**src/verilog/demod_pkg.sv**
```systemverilog
`default_nettype none

package demod_pkg;

  // ********************
  // widths and constants
  // ********************
  localparam int ADDR_W        = 12;  // byte address with bit 0 always zero
  localparam int DATA_W        = 16;  // host data word
  localparam int REG_W         = 32;  // full register with addr bit 1 picking the half
  localparam int NUM_DACS      = 3;
  localparam int SCK_DIV       = 4;   // ck933 cycles per serial clock
  localparam int FRAME_BITS    = 16;
  localparam int RESET_STRETCH = 6;   // soft reset length in cycles
  localparam int SYNC_STAGES   = 2;

  localparam logic [DATA_W-1:0] VERSION = 16'h0056;

  // serial engine counters
  localparam int PHASE_W = $clog2(SCK_DIV);
  localparam int CNT_W   = $clog2(FRAME_BITS);
  localparam logic [PHASE_W-1:0] PH_RISE  = PHASE_W'(SCK_DIV / 2 - 1);  // sclk goes high next
  localparam logic [PHASE_W-1:0] PH_LAST  = PHASE_W'(SCK_DIV - 1);
  localparam logic [CNT_W-1:0]   BIT_LAST = CNT_W'(FRAME_BITS - 1);
  localparam logic [CNT_W-1:0]   BIT_TURN = CNT_W'(FRAME_BITS / 2 - 1);  // last instruction bit

  // ********************
  // address map
  // ********************
  typedef enum logic [3:0] {
    SPACE_MISC = 4'h0,
    SPACE_DAC  = 4'h1
  } space_t;  // from addr[11:8] with other codes unmapped

  typedef enum logic [7:0] {
    MISC_RESET   = 8'h00,  // read triggers soft reset
    MISC_VERSION = 8'h04,
    MISC_CLOCK   = 8'h08
  } misc_reg_t;

  typedef enum logic [7:0] {
    DAC_CTRL   = 8'h00,  // [1:0] dac number, [2] read flag
    DAC_FRAME  = 8'h02,
    DAC_STATUS = 8'h04,  // [0] busy
    DAC_RDATA  = 8'h06
  } dac_reg_t;

  typedef enum logic [0:0] {
    ST_IDLE,
    ST_SHIFT
  } dac_state_t;

  // ********************
  // bundles
  // ********************
  typedef struct packed {
    space_t            space;
    logic [7:0]        offset;
    logic              hi_half;
    logic [DATA_W-1:0] wdata;
    logic              wr_stb;
    logic              rd_stb;
    logic              acc_stb;
  } host_req_t;

  typedef struct packed {
    logic                sclk;
    logic [NUM_DACS-1:0] ncs;     // active low
    logic                sdo;
    logic                sdo_oe;
  } dac_pins_t;

  localparam dac_pins_t PINS_IDLE = '{sclk: 1'b0, ncs: '1, sdo: 1'b0, sdo_oe: 1'b0};

endpackage

`default_nettype wire

```
**src/verilog/host_bus.sv**
```systemverilog
`timescale 1ns/1ps
`default_nettype none

module host_bus (
  input  logic                          ck933,
  input  logic                          clockCounterEn,
  input  logic                          ncs_i,
  input  logic                          nwe_i,
  input  logic                          nrd_i,
  input  logic [demod_pkg::ADDR_W-1:1]  addr_i,
  input  logic [demod_pkg::DATA_W-1:0]  data_i,
  input  logic [demod_pkg::DATA_W-1:0]  misc_rdata_i,
  input  logic [demod_pkg::DATA_W-1:0]  dac_rdata_i,
  output demod_pkg::host_req_t          req_o,
  output logic [demod_pkg::DATA_W-1:0]  data_o,
  output logic                          data_oe_o
);

  logic [demod_pkg::ADDR_W-1:1]      addr_q;
  logic [demod_pkg::ADDR_W-1:0]      addr_full;
  logic [demod_pkg::DATA_W-1:0]      data_q;
  logic [demod_pkg::DATA_W-1:0]      wdata_q;   // data seen while nwe low
  logic [demod_pkg::SYNC_STAGES-1:0] ncs_sync;
  logic [demod_pkg::SYNC_STAGES-1:0] nwe_sync;
  logic [demod_pkg::SYNC_STAGES-1:0] nrd_sync;
  logic                              ncs_s;
  logic                              nwe_s;
  logic                              nrd_s;
  logic                              ncs_d;
  logic                              nwe_d;
  logic                              nrd_d;
  logic                              wr_stb;
  logic                              rd_stb;
  logic                              acc_stb;

  assign ncs_s = ncs_sync[demod_pkg::SYNC_STAGES-1];
  assign nwe_s = nwe_sync[demod_pkg::SYNC_STAGES-1];
  assign nrd_s = nrd_sync[demod_pkg::SYNC_STAGES-1];

  // ********************
  // bus sampling
  // ********************
  always_ff @(posedge ck933) begin
    addr_q <= addr_i;
    data_q <= data_i;
    if (!nwe_sync[0]) begin
      wdata_q <= data_q;  // both lag the pins by one cycle
    end
  end

  // strobes are synchronized, then edge detected into one-cycle pulses
  always_ff @(posedge ck933 or posedge clockCounterEn) begin
    if (clockCounterEn) begin
      ncs_sync <= '1;
      nwe_sync <= '1;
      nrd_sync <= '1;
      ncs_d    <= 1'b1;
      nwe_d    <= 1'b1;
      nrd_d    <= 1'b1;
      wr_stb   <= 1'b0;
      rd_stb   <= 1'b0;
      acc_stb  <= 1'b0;
    end else begin
      ncs_sync <= {ncs_sync[demod_pkg::SYNC_STAGES-2:0], ncs_i};
      nwe_sync <= {nwe_sync[demod_pkg::SYNC_STAGES-2:0], nwe_i};
      nrd_sync <= {nrd_sync[demod_pkg::SYNC_STAGES-2:0], nrd_i};
      ncs_d    <= ncs_s;
      nwe_d    <= nwe_s;
      nrd_d    <= nrd_s;
      wr_stb   <= nwe_s & ~nwe_d & ~ncs_s;  // end of write
      rd_stb   <= ~nrd_s & nrd_d & ~ncs_s;  // start of read
      acc_stb  <= ~ncs_s & ncs_d;
    end
  end

  // ********************
  // decode and read mux
  // ********************
  assign addr_full = {addr_q, 1'b0};

  always_comb begin
    req_o.space   = demod_pkg::space_t'(addr_full[11:8]);
    req_o.offset  = addr_full[7:0];
    req_o.hi_half = addr_full[1];
    req_o.wdata   = wdata_q;
    req_o.wr_stb  = wr_stb;
    req_o.rd_stb  = rd_stb;
    req_o.acc_stb = acc_stb;
  end

  always_comb begin
    case (req_o.space)
      demod_pkg::SPACE_MISC: data_o = misc_rdata_i;
      demod_pkg::SPACE_DAC:  data_o = dac_rdata_i;
      default:               data_o = '0;  // unmapped
    endcase
  end

  assign data_oe_o = ~ncs_s & ~nrd_s;

  // nwe and nrd are never both low in one access
  wr_rd_excl_a: assert property (@(posedge ck933) disable iff (clockCounterEn)
    !(wr_stb && rd_stb));

endmodule

`default_nettype wire

```
**src/verilog/misc_regs.sv**
```systemverilog
`timescale 1ns/1ps
`default_nettype none

module misc_regs (
  input  logic                          ck933,
  input  logic                          clockCounterEn,
  input  demod_pkg::host_req_t          req_i,
  output logic [demod_pkg::DATA_W-1:0]  rdata_o,
  output logic                          soft_rst_o
);

  logic                         misc_sel;
  logic [7:0]                   reg_off;
  logic                         counter_restart;
  logic                         hold_en;
  logic                         rst_trig;
  logic [demod_pkg::REG_W-1:0]  clock_count;
  logic [demod_pkg::REG_W-1:0]  clock_hold;
  logic [demod_pkg::REG_W-1:0]  reg_word;
  logic [2:0]                   stretch_cnt;

  assign misc_sel = (req_i.space == demod_pkg::SPACE_MISC);
  assign reg_off  = {req_i.offset[7:2], 2'b00};  // half bit dropped

  assign counter_restart = misc_sel && req_i.wr_stb && (reg_off == demod_pkg::MISC_CLOCK);
  assign hold_en         = misc_sel && req_i.acc_stb;
  assign rst_trig        = misc_sel && req_i.rd_stb && (reg_off == demod_pkg::MISC_RESET)
                           && !soft_rst_o;

  // ********************
  // clock measurement
  // ********************
  always_ff @(posedge ck933 or posedge clockCounterEn) begin
    if (clockCounterEn) begin
      clock_count <= '0;
    end else if (counter_restart) begin
      clock_count <= '0;
    end else begin
      clock_count <= clock_count + 1'b1;
    end
  end

  // snapshot at the start of each access
  always_ff @(posedge ck933) begin
    if (hold_en) begin
      clock_hold <= clock_count;
    end
  end

  // ********************
  // soft reset
  // ********************
  always_ff @(posedge ck933 or posedge clockCounterEn) begin
    if (clockCounterEn) begin
      soft_rst_o  <= 1'b0;
      stretch_cnt <= '0;
    end else if (rst_trig) begin
      soft_rst_o  <= 1'b1;
      stretch_cnt <= 3'(demod_pkg::RESET_STRETCH - 1);
    end else if (stretch_cnt != '0) begin
      stretch_cnt <= stretch_cnt - 1'b1;  // hold soft_rst
    end else begin
      soft_rst_o  <= 1'b0;
    end
  end

  // read word
  always_comb begin
    case (demod_pkg::misc_reg_t'(reg_off))
      demod_pkg::MISC_VERSION: reg_word = {demod_pkg::VERSION, 16'h0000};
      demod_pkg::MISC_CLOCK:   reg_word = clock_hold;
      default:                 reg_word = '0;  // reset reg reads zero
    endcase
  end

  assign rdata_o = req_i.hi_half ? reg_word[31:16] : reg_word[15:0];

  // a started soft reset always runs its full length
  stretch_len_a: assert property (@(posedge ck933) disable iff (clockCounterEn)
    $rose(soft_rst_o) |-> soft_rst_o [*demod_pkg::RESET_STRETCH] ##1 !soft_rst_o);

endmodule

`default_nettype wire

```
**src/verilog/dac_spi_master.sv**
```systemverilog
`timescale 1ns/1ps
`default_nettype none

module dac_spi_master (
  input  logic                          ck933,
  input  logic                          clockCounterEn,
  input  logic                          soft_rst_i,
  input  demod_pkg::host_req_t          req_i,
  input  logic                          sdio_i,
  output logic [demod_pkg::DATA_W-1:0]  rdata_o,
  output demod_pkg::dac_pins_t          pins_o
);

  demod_pkg::dac_state_t                  state;
  logic [demod_pkg::PHASE_W-1:0]          phase;    // divide by SCK_DIV
  logic [demod_pkg::CNT_W-1:0]            bit_cnt;
  logic [1:0]                             ctrl_num;
  logic                                   ctrl_rd;
  logic [demod_pkg::FRAME_BITS-1:0]       frame_q;
  logic [demod_pkg::FRAME_BITS-1:0]       shift_q;
  logic [7:0]                             rx_shift;
  logic [7:0]                             rdata_q;
  logic [demod_pkg::NUM_DACS-1:0]         cs_mask;
  logic                                   dac_sel;
  logic                                   busy;
  logic                                   wr_ctrl;
  logic                                   start;
  logic                                   shift_en;
  logic                                   sample_en;
  logic                                   done;

  assign dac_sel = (req_i.space == demod_pkg::SPACE_DAC);
  assign busy    = (state == demod_pkg::ST_SHIFT);
  assign wr_ctrl = dac_sel && req_i.wr_stb && (req_i.offset == demod_pkg::DAC_CTRL);

  // chip select pattern for the requested dac and all high if out of range
  always_comb begin
    for (int i = 0; i < demod_pkg::NUM_DACS; i++) begin
      cs_mask[i] = (req_i.wdata[1:0] != 2'(i));
    end
  end

  assign start     = wr_ctrl && !busy && !(&cs_mask);  // dropped while busy
  assign shift_en  = busy && (phase == '0);
  assign sample_en = busy && ctrl_rd && (phase == demod_pkg::PH_RISE)
                     && (bit_cnt > demod_pkg::BIT_TURN);
  assign done      = busy && (phase == demod_pkg::PH_LAST)
                     && (bit_cnt == demod_pkg::BIT_LAST) && !soft_rst_i;

  // ********************
  // host registers
  // ********************
  always_ff @(posedge ck933 or posedge clockCounterEn) begin
    if (clockCounterEn) begin
      ctrl_num <= '0;
      ctrl_rd  <= 1'b0;
    end else if (start) begin
      ctrl_num <= req_i.wdata[1:0];
      ctrl_rd  <= req_i.wdata[2];
    end
  end

  always_ff @(posedge ck933) begin
    if (dac_sel && req_i.wr_stb && (req_i.offset == demod_pkg::DAC_FRAME)) begin
      frame_q <= req_i.wdata;
    end
    if (start) begin
      shift_q <= frame_q;
    end else if (shift_en) begin
      shift_q <= {shift_q[demod_pkg::FRAME_BITS-2:0], 1'b0};  // msb first
    end
    if (sample_en) begin
      rx_shift <= {rx_shift[6:0], sdio_i};
    end
    if (done) begin
      rdata_q <= rx_shift;
    end
  end

  always_comb begin
    case (demod_pkg::dac_reg_t'(req_i.offset))
      demod_pkg::DAC_CTRL:   rdata_o = {13'h0000, ctrl_rd, ctrl_num};
      demod_pkg::DAC_FRAME:  rdata_o = frame_q;
      demod_pkg::DAC_STATUS: rdata_o = {15'h0000, busy};
      demod_pkg::DAC_RDATA:  rdata_o = {8'h00, rdata_q};
      default:               rdata_o = '0;
    endcase
  end

  // ********************
  // shift engine
  // ********************
  always_ff @(posedge ck933 or posedge clockCounterEn) begin
    if (clockCounterEn) begin
      state   <= demod_pkg::ST_IDLE;
      phase   <= '0;
      bit_cnt <= '0;
      pins_o  <= demod_pkg::PINS_IDLE;
    end else if (soft_rst_i) begin
      state   <= demod_pkg::ST_IDLE;  // abort any transfer
      phase   <= '0;
      bit_cnt <= '0;
      pins_o  <= demod_pkg::PINS_IDLE;
    end else begin
      case (state)
        demod_pkg::ST_IDLE: begin
          if (start) begin
            state         <= demod_pkg::ST_SHIFT;
            phase         <= '0;
            bit_cnt       <= '0;
            pins_o.ncs    <= cs_mask;
            pins_o.sdo_oe <= 1'b1;
          end
        end
        demod_pkg::ST_SHIFT: begin
          phase <= phase + 1'b1;
          if (shift_en) begin
            pins_o.sdo <= shift_q[demod_pkg::FRAME_BITS-1];  // sclk is low here
          end
          if (phase == demod_pkg::PH_RISE) begin
            pins_o.sclk <= 1'b1;
          end
          if (phase == demod_pkg::PH_LAST) begin
            pins_o.sclk <= 1'b0;
            if (done) begin
              state  <= demod_pkg::ST_IDLE;
              pins_o <= demod_pkg::PINS_IDLE;
            end else begin
              bit_cnt <= bit_cnt + 1'b1;
              if (ctrl_rd && (bit_cnt == demod_pkg::BIT_TURN)) begin
                pins_o.sdo_oe <= 1'b0;  // hand the line to the dac
              end
            end
          end
        end
        default: state <= demod_pkg::ST_IDLE;
      endcase
    end
  end

  one_cs_a: assert property (@(posedge ck933) disable iff (clockCounterEn)
    $onehot0(~pins_o.ncs));

  // the data line is only driven toward a selected dac
  oe_needs_cs_a: assert property (@(posedge ck933) disable iff (clockCounterEn)
    pins_o.sdo_oe |-> !(&pins_o.ncs));

endmodule

`default_nettype wire

```
**src/verilog/demod_top.sv**
```systemverilog
`timescale 1ns/1ps
`default_nettype none

module demod_top (
  input  logic                                ck933,
  input  logic                                clockCounterEn,
  input  logic                                ncs_i,
  input  logic                                nwe_i,
  input  logic                                nrd_i,
  input  logic [demod_pkg::ADDR_W-1:1]        addr_i,  // addr1 to addr11
  input  logic [demod_pkg::DATA_W-1:0]        data_i,
  output logic [demod_pkg::DATA_W-1:0]        data_o,
  output logic                                data_oe_o,
  input  logic                                dac_sdio_i,
  output logic                                dac_sdio_o,
  output logic                                dac_sdio_oe_o,
  output logic                                dac_sclk_o,
  output logic [demod_pkg::NUM_DACS-1:0]      dac_ncs_o,
  output logic                                dac_rst_o
);

  demod_pkg::host_req_t          req;
  demod_pkg::dac_pins_t          dac_pins;
  logic [demod_pkg::DATA_W-1:0]  misc_rdata;
  logic [demod_pkg::DATA_W-1:0]  dac_rdata;
  logic                          soft_rst;

  host_bus u_host_bus (
    .ck933          (ck933),
    .clockCounterEn (clockCounterEn),
    .ncs_i          (ncs_i),
    .nwe_i          (nwe_i),
    .nrd_i          (nrd_i),
    .addr_i         (addr_i),
    .data_i         (data_i),
    .misc_rdata_i   (misc_rdata),
    .dac_rdata_i    (dac_rdata),
    .req_o          (req),
    .data_o         (data_o),
    .data_oe_o      (data_oe_o)
  );

  misc_regs u_misc_regs (
    .ck933          (ck933),
    .clockCounterEn (clockCounterEn),
    .req_i          (req),
    .rdata_o        (misc_rdata),
    .soft_rst_o     (soft_rst)
  );

  dac_spi_master u_dac_spi (
    .ck933          (ck933),
    .clockCounterEn (clockCounterEn),
    .soft_rst_i     (soft_rst),
    .req_i          (req),
    .sdio_i         (dac_sdio_i),
    .rdata_o        (dac_rdata),
    .pins_o         (dac_pins)
  );

  // sclk is shared by all three dacs
  assign dac_sclk_o    = dac_pins.sclk;
  assign dac_ncs_o     = dac_pins.ncs;
  assign dac_sdio_o    = dac_pins.sdo;
  assign dac_sdio_oe_o = dac_pins.sdo_oe;
  assign dac_rst_o     = soft_rst;

endmodule

`default_nettype wire

```
**config.mk**
```make
export PLATFORM = sky130hd
export DESIGN_NAME = demod_top
export DESIGN_NICKNAME = d
export VERILOG_FILES = /design/src/verilog/demod_pkg.sv /design/src/verilog/host_bus.sv /design/src/verilog/misc_regs.sv /design/src/verilog/dac_spi_master.sv /design/src/verilog/demod_top.sv
export SDC_FILE = /design/constraint.sdc
export NUM_CORES = 1
export LEC_CHECK = 0
export BUFFER_PORTS_ARGS = -buffer_cell sky130_fd_sc_hd__buf_2
export CORE_ASPECT_RATIO = 0.8
export CORE_MARGIN = 10
export CORE_UTILIZATION = 45
export DETAILED_ROUTE_END_ITERATION = 8
export PLACE_DENSITY_LB_ADDON = 0.2
export SYNTH_ARGS = -nofsm -noshare
export SYNTH_HDL_FRONTEND = slang
export SYNTH_SLANG_ARGS = --single-unit
```
**constraint.sdc**
```tcl
create_clock -name ck933 -period 3 [get_ports ck933]
set_input_delay 0.15 -clock ck933 [delete_from_list [all_inputs] [get_ports ck933]]
set_output_delay 0.15 -clock ck933 [all_outputs]
set_load 0.005 [all_outputs]
```
==> flow_summary.toml, run 1 <==
[sta]
worst_slew_pin_slew_ns = 0.753
skew_ns = 0.00971
period_share_pct = 84.7
fin_tns_setup_ns = 0
fin_crit_ns = 2.54
relSlewSlack_pct = 49.8
rsz0062_at_grt = "false"
setup_ws_ns = 0.458
setup_violations = 0
fmax_mhz = 393
finalHoldViolations = 0
finalMaxSlewViolations = 0

[pwr]
vdd.ir_drop.worst_uv = 347
clkPwrFrac_pct = 40.4
power_frac_comb_pct = 5.4
intPower_uw = 4210
p_total_uw = 5380
powerDensity_mw_per_mm2 = 627
power.switching_uw = 1170
netSwitchingFraction_pct = 21.8
p_leak_uw = 0.00351
pwr-share-seq_pct = 54.2

[clock_tree]
htreeDepth = 4
cts_sinks = 187
clkLatencyLatePin_ns = 0.42
cts_hold_buf = 32
numCtsBuffers = 17
clk_path_buf_depth = 2
ctsRootBufferMaster = "clkbuf_16"
cts_tree = "done"
cts_resized = 0
post_cts_buffers = 0
clk_pin_slew_ns = 0.07

[route]
drt-total-wl_mm = 14.4
ant_nets = 0
first_iter_violations = 219
dr.pass1.iters = 5
num_vias = 4297
route.detailed.drc = 0
wl_per_cell_um = 16.7
routed_via_density = 4.99

[logic_synthesis]
netlist_top_cells_count = "96 x edfxtp_1, 81 x nand2_1, 52 x dfrtp_1"
synth_edf_count = 96
synth_cell_types = 57
yosysWarnings = 0
ys.flop_type = "edfxtp_1"
syn-num-nets = 579
ys_seq_elements = 187
syn_avg_cell_area_um2 = 13.3
netlist_instances = 539
synth_top_area_share_pct = 40.1
synth_most_common_cell = "edfxtp_1"
async_reset_ff_share_pct = 34.2
yosys.area.top_type = "edfxtp_1"
netlist_area_mm2 = 0.00719
synth.area.top_cells = "edfxtp_1 40%, dfrtp_1 18%, dfxtp_1 7.5%"
seq_area_frac_synth_pct = 70.1

[critical_path]
r2r_end = "u_dac_spi.frame_q[12]"
worstPathArrival_ns = 2.39
cp-end-kind = "output port"
reg2reg_slack_ns = 0.72
cp.required_ns = 2.85
path_class = "reg -> out"
cp_max_fo = 17
rr_startpoint = "u_host_bus.addr_q[4]"
worstSetupStartpointType = "register"
worstRegToRegCells = 6

[cells_and_area]
n_antenna_cell = 0
syn2layout_area_growth_pct = 19.2
nets = 673
drive_above_1_share_pct = 18.9

[grt]
grt_pass1_vias = 4394
grt_start_max_net_pins = 34
gr-total-overflow = 0
grt_pass1_wl_mm = 23.6
grt_use_total_pct = 13.9
antenna_found_initial = 0

[die]
dieArea_mm2 = 0.0215
ios = 57
coreArea_mm2 = 0.0157
die_w_um = 161
die_h_um = 133
fp-row-count = 41
start_util_pct = 45.7

[placement]
gp_congestion = 0.797
io_buffers = 56
dp_slack_ns = 0.748
hpwl_mm = 9.74

[hold_path]
min_path_cells = 0
hp-class = "reg -> reg"
min_from = "u_host_bus.nrd_sync[0]"
holdPathEnd = "u_host_bus.nrd_sync[1]"

[run]
drv_cap = 0

[status]
status = "finished clean"
-- metal layers --
layer	track usage (%)	wire, um	vias to the layer above	part of all wire, %
li1	-	-	2101	-
met1	19.1	7050	2073	49
met2	20.8	6450	111	45
met3	4.12	737	12	5.1
met4	4.49	143	0	0.99
met5	0	0	-	0
-- registers in the layout, indices dropped and copies added, names as in the netlist, 2 cells and up --
signal,flops
u_misc_regs.clock_count,32
u_dac_spi.rx_shift,8
u_dac_spi.pins_o,6
u_host_bus.wdata_q,16
u_misc_regs.clock_hold,32
u_host_bus.ncs_sync,2
u_host_bus.addr_q,11
u_dac_spi.frame_q,16
u_dac_spi.bit_cnt,4
u_dac_spi.ctrl_num,2
u_misc_regs.stretch_cnt,3
u_dac_spi.rdata_q,8
u_host_bus.nrd_sync,2
u_dac_spi.phase,2
u_host_bus.nwe_sync,2
u_dac_spi.shift_q,16
u_host_bus.data_q,16
-- cells by family (layout without fill, tap and decap cells) --
| group | count (synthesis) | in the layout | share of synthesized area (%) |
|---|---|---|---|
| and+or+nand+nor | 204 | 204 | 14.4 |
| DFF | 187 | 187 | 70.1 |
| AOI/OAI and AO/OA | 53 | 53 | 4.96 |
| buffers and inverters | 34 | 141 | 2.31 |
| xor gates and xnor gates | 31 | 31 | 3.77 |
| muxes | 23 | 23 | 3.30 |
| adders and majority gates | 7 | 7 | 1.22 |
-- layout make-up --
cell class / count / area (um2)
fillers: 1338 / 7170
clock inverters: 13 / 141
multi-input cells: 318 / 1990
inverters: 14 / 52.6
clock buffers: 19 / 433
flip-flops and latches: 187 / 5040
repair buffers: 95 / 653
well taps: 215 / 269
-- worst max-delay path by stage --
stage                                     from               endpoint  cells past startpoint
final                     u_host_bus.addr_q[2]              data_o[3]                      6
after global routing      u_host_bus.addr_q[2]              data_o[5]                      6
after CTS                 u_host_bus.addr_q[2]              data_o[5]                      6
after detailed placement  u_host_bus.addr_q[4]  u_dac_spi.frame_q[11]                      6
after global placement    u_host_bus.addr_q[4]  u_dac_spi.frame_q[11]                      6
after floorplan           u_host_bus.addr_q[4]   u_dac_spi.frame_q[0]                      5
-- power groups by stage --
stage	clock network (uW)	logic [uW]	registers, uW
2_1_floorplan	0	197	2940
3_3_place_gp	0	245	2960
3_5_place_dp	0	257	2970
4_1_cts	2220	291	2920
5_1_grt	2330	328	2930
6_report	2170	288	2920
-- worst max-delay path, stage by stage, from the launching register on --
cell     delay, ns
dfxtp_1       0.81
nor2b_1       0.24
and3_1        0.30
and3_1        0.20
a31oi_1       0.12
o21ai_0       0.13
buf_2         0.16
-- stage by stage --
stage               instances  util (%)  instance area (um2)  hold WS, ns
CTS                       861      54.5                 8580        0.343
global placement          797      48.8                 7680        0.252
floorplan                 539         -                 7190        0.154
finish                    861      54.5                 8580        0.356
global route              861      54.5                 8580        0.351
detailed placement        797      48.8                 7680        0.254
-- cells in the final DEF (no fill, tap or decap), types with 5 or more instances in the layout --
master | synthesis | routed
edfxtp_1 | 96 | 96
buf_2 | 7 | 56
nand4_1 | 5 | 5
nor2_1 | 41 | 41
and2_1 | 9 | 9
ha_1 | 7 | 7
mux2_2 | 6 | 6
mux2i_1 | 17 | 17
inv_1 | 14 | 13
buf_4 | 4 | 7
and4_1 | 7 | 7
dfrtp_1 | 52 | 52
o22ai_1 | 6 | 6
dfstp_2 | 12 | 12
clkbuf_16 | 0 | 17
dlygate4sd3_1 | 0 | 32
nand2_1 | 81 | 81
xor2_1 | 8 | 8
or3_1 | 5 | 5
nand3_1 | 14 | 14
o2bb2ai_1 | 9 | 9
dfxtp_1 | 27 | 27
nor3_1 | 13 | 13
xnor2_1 | 23 | 23
a31oi_1 | 5 | 5
and3_1 | 6 | 6
a21oi_1 | 17 | 17
(Power assumes the default switching activity.)
==> run 2: changes to the inputs <==
- clock period: 3 -> 2.3 ns (I/O delays scaled with it)
==> run 2 against run 1 <==
Effect of this change:
- count of clock-buffer cells in the layout up 2
- sequential share of layout area shrank 1.1 points
- flip-flop and latch count unchanged
- global-route usage is 0.25 points higher
- die area unchanged
- combinational power rose by 34%
- critical path depth stayed put
- register-to-register slack lost 0.38 ns
- cell count rose by 1.3%
- clock skew barely moved
- power increased by 34%
==> flow_summary.toml, run 2 (synthesized netlist as in run 1, its figures left out) <==
[status]
status = "finished clean"

[pwr]
p_leak_uw = 0.00359
vdd.ir_drop.worst_uv = 536
power_frac_comb_pct = 5.3
clkPwrFrac_pct = 42.0
power.switching_uw = 1560
pwr-share-seq_pct = 52.6
netSwitchingFraction_pct = 21.5
powerDensity_mw_per_mm2 = 827
intPower_uw = 5670

[sta]
finalHoldViolations = 0
fin_crit_ns = 2.18
setup_ws_ns = 0.118
worst_slew_pin_slew_ns = 0.649
fmax_mhz = 458
relSlewSlack_pct = 56.7
skew_ns = 0.0102
setup_violations = 0
period_share_pct = 94.9
finalMaxSlewViolations = 0

[clock_tree]
htreeDepth = 4
clk_path_buf_depth = 2
cts_tree = "done"
clk_pin_slew_ns = 0.06
cts_sinks = 187
ctsRootBufferMaster = "clkbuf_16"
numCtsBuffers = 17
clkLatencyLatePin_ns = 0.43

[critical_path]
worstSetupStartpointType = "register"
crit_slowest_cell = "nor4_4"
cp-end-kind = "output port"
path_buf_inv = 1
cp.required_ns = 2.18
path_class = "reg -> out"
cp_max_fo = 6
crit_path_max_incr_delay_ns = 0.40
cp_cell_sequence = "nor4_4 > and3_2 > and3_1 > a31oi_1 > o21ai_0 > buf_2"
critPathTopFamily = "simple AND/OR/NAND/NOR gates"
worstPathArrival_ns = 2.07

[die]
coreArea_mm2 = 0.0157
die_h_um = 133
dieArea_mm2 = 0.0215
start_util_pct = 45.7
ios = 57
fp-row-count = 41
die_w_um = 161

[grt]
grt_pass1_vias = 4470
grt_pass1_wl_mm = 23.9
grt_use_total_pct = 14.2
grt_start_max_net_pins = 65
antenna_found_initial = 0
gr-total-overflow = 0

[cells_and_area]
final_common_cell = "edfxtp_1"
multi_input_area_mm2 = 0.00202
nFillCells = 1313
n_antenna_cell = 0
fin_area_mm2 = 0.00875
nets = 684
final_cell_mix = "96 x edfxtp_1, 80 x nand2_1, 56 x buf_2, 52 x dfrtp_1, 40 x nor2_1"
syn2layout_area_growth_pct = 21.6
reg.largest.list = "u_misc_regs.clock_count x32, u_misc_regs.clock_hold x32"
regArea_mm2 = 0.00504
drive_above_1_share_pct = 21.5

[placement]
hpwl_mm = 9.91
dp_slack_ns = 0.241
gp_congestion = 0.821
io_buffers = 56
place_area_mm2 = 0.00775

[route]
wl_per_cell_um = 16.7
routed_via_density = 5.03
num_vias = 4382
route.detailed.drc = 0
first_iter_violations = 247
drt-total-wl_mm = 14.6
dr.pass1.iters = 4
ant_nets = 0

[hold_path]
hp-class = "in -> async"

[run]
drv_cap = 0
## run 2: cell types whose count changed in the layout (fill, tap and decap cells not counted), sizes merged
cell / before / now
buf: 63 / 74
clkinv: 5 / 1
clkbuf: 19 / 21
bufinv: 2 / 3
clkinvlp: 2 / 3
## run 2: worst reg2reg max path: cells and delay by family, from the launching register on
family / cells / cell delay (ns)
flops: 1 / 0.45
simple gates: 3 / 1.30
compound gates: 1 / 0.14
## run 2: per-stage QoR
stage          instances  power, uW  TNS (ns)  util [%]  hold WS, ns
2_1_floorplan        539       4090         0         -        0.119
3_5_place_dp         804       4220         0      49.2        0.216
5_1_grt              872       7540   -0.0537      55.6        0.304
4_1_cts              869       7310         0      55.3        0.298
3_3_place_gp         804       4190         0      49.2        0.211
6_report             872       7230         0      55.6        0.306
## run 2: timing repair
| action | CTS | global route |
|---|---|---|
| pin swaps | 1 | 2 |
| setup endpoints to repair | 10 | 12 |
| hold buffers | 32 | 0 |
| buffers inserted | 1 | 3 |
| resized for setup | 3 | 7 |
| hold endpoints to repair | 83 | 0 |
## run 2: worst paths after layout
path	startpoint	end	slack, ns	depth (start not counted)
min in group ck933	data_i[12]	u_host_bus.data_q[12]	0.32	2
setup reg to reg	u_misc_regs.clock_count[2]	u_misc_regs.clock_count[14]	0.34	4
hold reg to reg	u_host_bus.nrd_sync[0]	u_host_bus.nrd_sync[1]	0.36	0
hold / removal	clockCounterEn	u_host_bus.rd_stb	0.31	4
max in group asynchronous	clockCounterEn	u_dac_spi.pins_o[4]	1.67	4
setup / recovery	u_host_bus.addr_q[8]	data_o[5]	0.12	6
## run 2: per-layer routing
metal | vias up | GRT usage, % | part of all wire (%)
met4 | 0 | 4.29 | 0.90
met3 | 13 | 4.77 | 5.2
met2 | 100 | 20.8 | 45
li1 | 2127 | - | -
met1 | 2142 | 19.5 | 49
met5 | - | 0 | 0
## run 2: layout make-up
type / count / share of cell area [%]
Clock inverter: 11 / 1.79
Sequential cell: 187 / 57.6
Multi-Input combinational cell: 318 / 23.1
Tap cell: 215 / 3.07
Clock buffer: 21 / 5.28
Timing Repair Buffer: 106 / 8.55
Inverter: 14 / 0.601
## run 2: power by group through the flow
stage / combinational (uW) / sequential (uW) / clock (uW)
after floorplan: 257 / 3830 / 0
after global placement: 326 / 3860 / 0
after detailed placement: 348 / 3870 / 0
after CTS: 393 / 3810 / 3110
after global routing: 444 / 3830 / 3270
final: 386 / 3810 / 3040
==> run 3: changes to the inputs <==
- SYNTH_HIERARCHICAL: default -> 1
==> run 3 against run 2 <==
Effect of this change:
- highest routed layer unchanged
- non-clock buffer count shrank 1
- clock skew about the same
- hold slack got worse by 0.016 ns
- core utilization down 1.0 points
- combinational power rose by 130%
- register-to-register slack lost 0.03 ns
- cell area is 3.2% higher
- worst setup slack worse by 0.018 ns
- routed wire length grew 17%
- synthesized area rose by 5.5%
==> flow_summary.toml, run 3 <==
[critical_path]
cp.required_ns = 2.18
cp_max_fo = 7
crit_slowest_cell = "dfxtp_1"
reg2reg_slack_ns = 0.31
r2r_end = "u_dac_spi/shift_q[0]"
critPathLaunch = "u_host_bus/addr_q[5]"
crit_path_max_incr_delay_ns = 0.33
worstRegToRegCells = 5
path_class = "reg -> out"
rr_startpoint = "u_host_bus/wdata_q[0]"
cp_common_cell = "nor2_1"
worstPathArrival_ns = 2.09
cp.depth = 8
path_buf_inv = 1
crit_end = "data_o[13]"
cp_cell_sequence = "nor2_1 > and3_1 > nand2_2 > nor2_2 > and2_1 > mux2i_1 > nor2_1 > buf_2"
critPathTopFamily = "simple AND/OR/NAND/NOR gates"
worstSetupStartpointType = "register"
cp-end-kind = "output port"

[route]
first_iter_violations = 449
dr.pass1.iters = 5
routed_via_density = 5.31
ant_nets = 0
num_vias = 4982
route.detailed.drc = 0
drt-total-wl_mm = 17.1
wl_per_cell_um = 18.2

[clock_tree]
ctsRootBufferMaster = "clkbuf_16"
clkLatencyLatePin_ns = 0.43
cts_sinks = 187
numCtsBuffers = 17
clk_path_buf_depth = 2
clk_pin_slew_ns = 0.07
cts_tree = "done"
htreeDepth = 4
post_cts_buffers = 0

[pwr]
p_leak_uw = 0.00366
vdd.ir_drop.worst_uv = 498
powerDensity_mw_per_mm2 = 874

[cells_and_area]
syn2layout_area_growth_pct = 19.0
drive_above_1_share_pct = 20.0
finalCoreUtilization_pct = 54.6
regArea_mm2 = 0.00504
multi_input_area_mm2 = 0.00234
final_common_cell = "edfxtp_1"
fin_area_mm2 = 0.00903
reg.largest.list = "u_misc_regs/clock_count x32, u_misc_regs/clock_hold x32"
n_antenna_cell = 0
nets = 746
fin_cells = 939
final_cell_mix = "96 x edfxtp_1, 82 x nand2_1, 66 x nor2_1, 56 x buf_2, 52 x dfrtp_1"
nFillCells = 1399

[logic_synthesis]
seq_area_frac_synth_pct = 66.4
syn-num-nets = 651
async_reset_ff_share_pct = 34.2
synth_cell_types = 59
ys.flop_type = "edfxtp_1"
netlist_area_mm2 = 0.00759
yosys.area.top_type = "edfxtp_1"
ys_seq_elements = 187
netlist_top_cells_count = "96 x edfxtp_1, 84 x nand2_1, 67 x nor2_1"
synth.area.top_cells = "edfxtp_1 38%, dfrtp_1 17%, dfxtp_1 7.1%"
netlist_instances = 611
synth_top_area_share_pct = 38.0
yosysWarnings = 6
synth_edf_count = 96
synth_most_common_cell = "edfxtp_1"
syn_avg_cell_area_um2 = 12.4

[die]
fp-row-count = 42
die_w_um = 165
dieArea_mm2 = 0.0225
die_h_um = 136
ios = 57
coreArea_mm2 = 0.0166
start_util_pct = 45.8

[placement]
place_area_mm2 = 0.00808
gp_congestion = 0.835
hpwl_mm = 11.9
io_buffers = 56
dp_cells = 874
dp_slack_ns = 0.204

[grt]
antenna_found_initial = 0
grt_use_total_pct = 15.5
gr-total-overflow = 0
grt_pass1_vias = 4929
grt_pass1_wl_mm = 26.8
grt_start_max_net_pins = 37

[sta]
relSlewSlack_pct = 53.0
setup_ws_ns = 0.0997
fin_crit_ns = 2.20
holdWs_ns = 0.290
skew_ns = 0.0105
worst_slew_pin_slew_ns = 0.705
finalMaxSlewViolations = 0
fmax_mhz = 454
setup_violations = 0
period_share_pct = 95.7
finalHoldViolations = 0

[run]
drv_cap = 0

[hold_path]
hp-class = "in -> async"

[status]
status = "finished clean"
-- run 3: cell count changes after synthesis, sizes merged, moves of 11 or more --
cell	change
nor2	+25
mux2i	+21
xnor2	-13
nor3	-13
nand4	+11
-- run 3: metal layers --
layer	vias to the layer above	global-route usage, %	wire length, um
met5	-	0	0
li1	2372	-	-
met4	0	4.52	165
met1	2452	22.8	8520
met3	10	4.05	1130
met2	148	21.9	7310
-- run 3: power breakdown --
| group | switching (uW) | internal [uW] | total [uW] |
|---|---|---|---|
| registers | 257 | 3860 | 4120 |
| logic | 510 | 398 | 907 |
| clock network | 1320 | 1540 | 2870 |
-- run 3: final cells by class --
| cell class | instances | area share (%) |
|---|---|---|
| Sequential cell | 187 | 55.9 |
| Multi-Input combinational cell | 380 | 25.9 |
| Timing Repair Buffer | 105 | 8.10 |
| Clock buffer | 18 | 4.75 |
| Tap cell | 220 | 3.05 |
| Clock inverter | 14 | 1.69 |
| Inverter | 15 | 0.623 |
-- run 3: timing repair --
action,4_1_cts,5_1_grt
gates cloned,0,1
pin swaps,0,1
setup endpoints to repair,13,12
hold buffers,32,0
endpoints found under the hold margin,83,0
gates resized for setup,3,12
-- run 3: worst min path at each step --
stage                                end
floorplan             u_host_bus/acc_stb
global placement       u_host_bus/rd_stb
detailed placement     u_host_bus/rd_stb
CTS                    u_host_bus/rd_stb
global route        u_host_bus/data_q[5]
finish                 u_host_bus/rd_stb
-- run 3: kinds of logic after synthesis --
logic type      share of synthesized area (%)
simple gates                             16.5
fa+ha+maj                                1.15
mux                                      5.61
buf+inv                                  3.23
flops                                    66.4
xor+xnor                                 1.85
other cells                            0.0494
compound gates                           5.21
-- run 3: worst reg2reg max path, delay by kind of cell, from the launching register on --
kind	cells	cell delay [ns]
flip-flops	1	0.51
buffers and inverters	1	0.24
AND/OR/NAND/NOR	3	0.48
AO/OA/AOI/OAI	1	0.46
-- run 3: stage by stage --
| stage | total power [uW] | setup TNS [ns] |
|---|---|---|
| global route | 8220 | -0.0449 |
| finish | 7890 | 0 |
| detailed placement | 5040 | 0 |
| global placement | 4980 | 0 |
| floorplan | 4740 | 0 |
| CTS | 7940 | 0 |
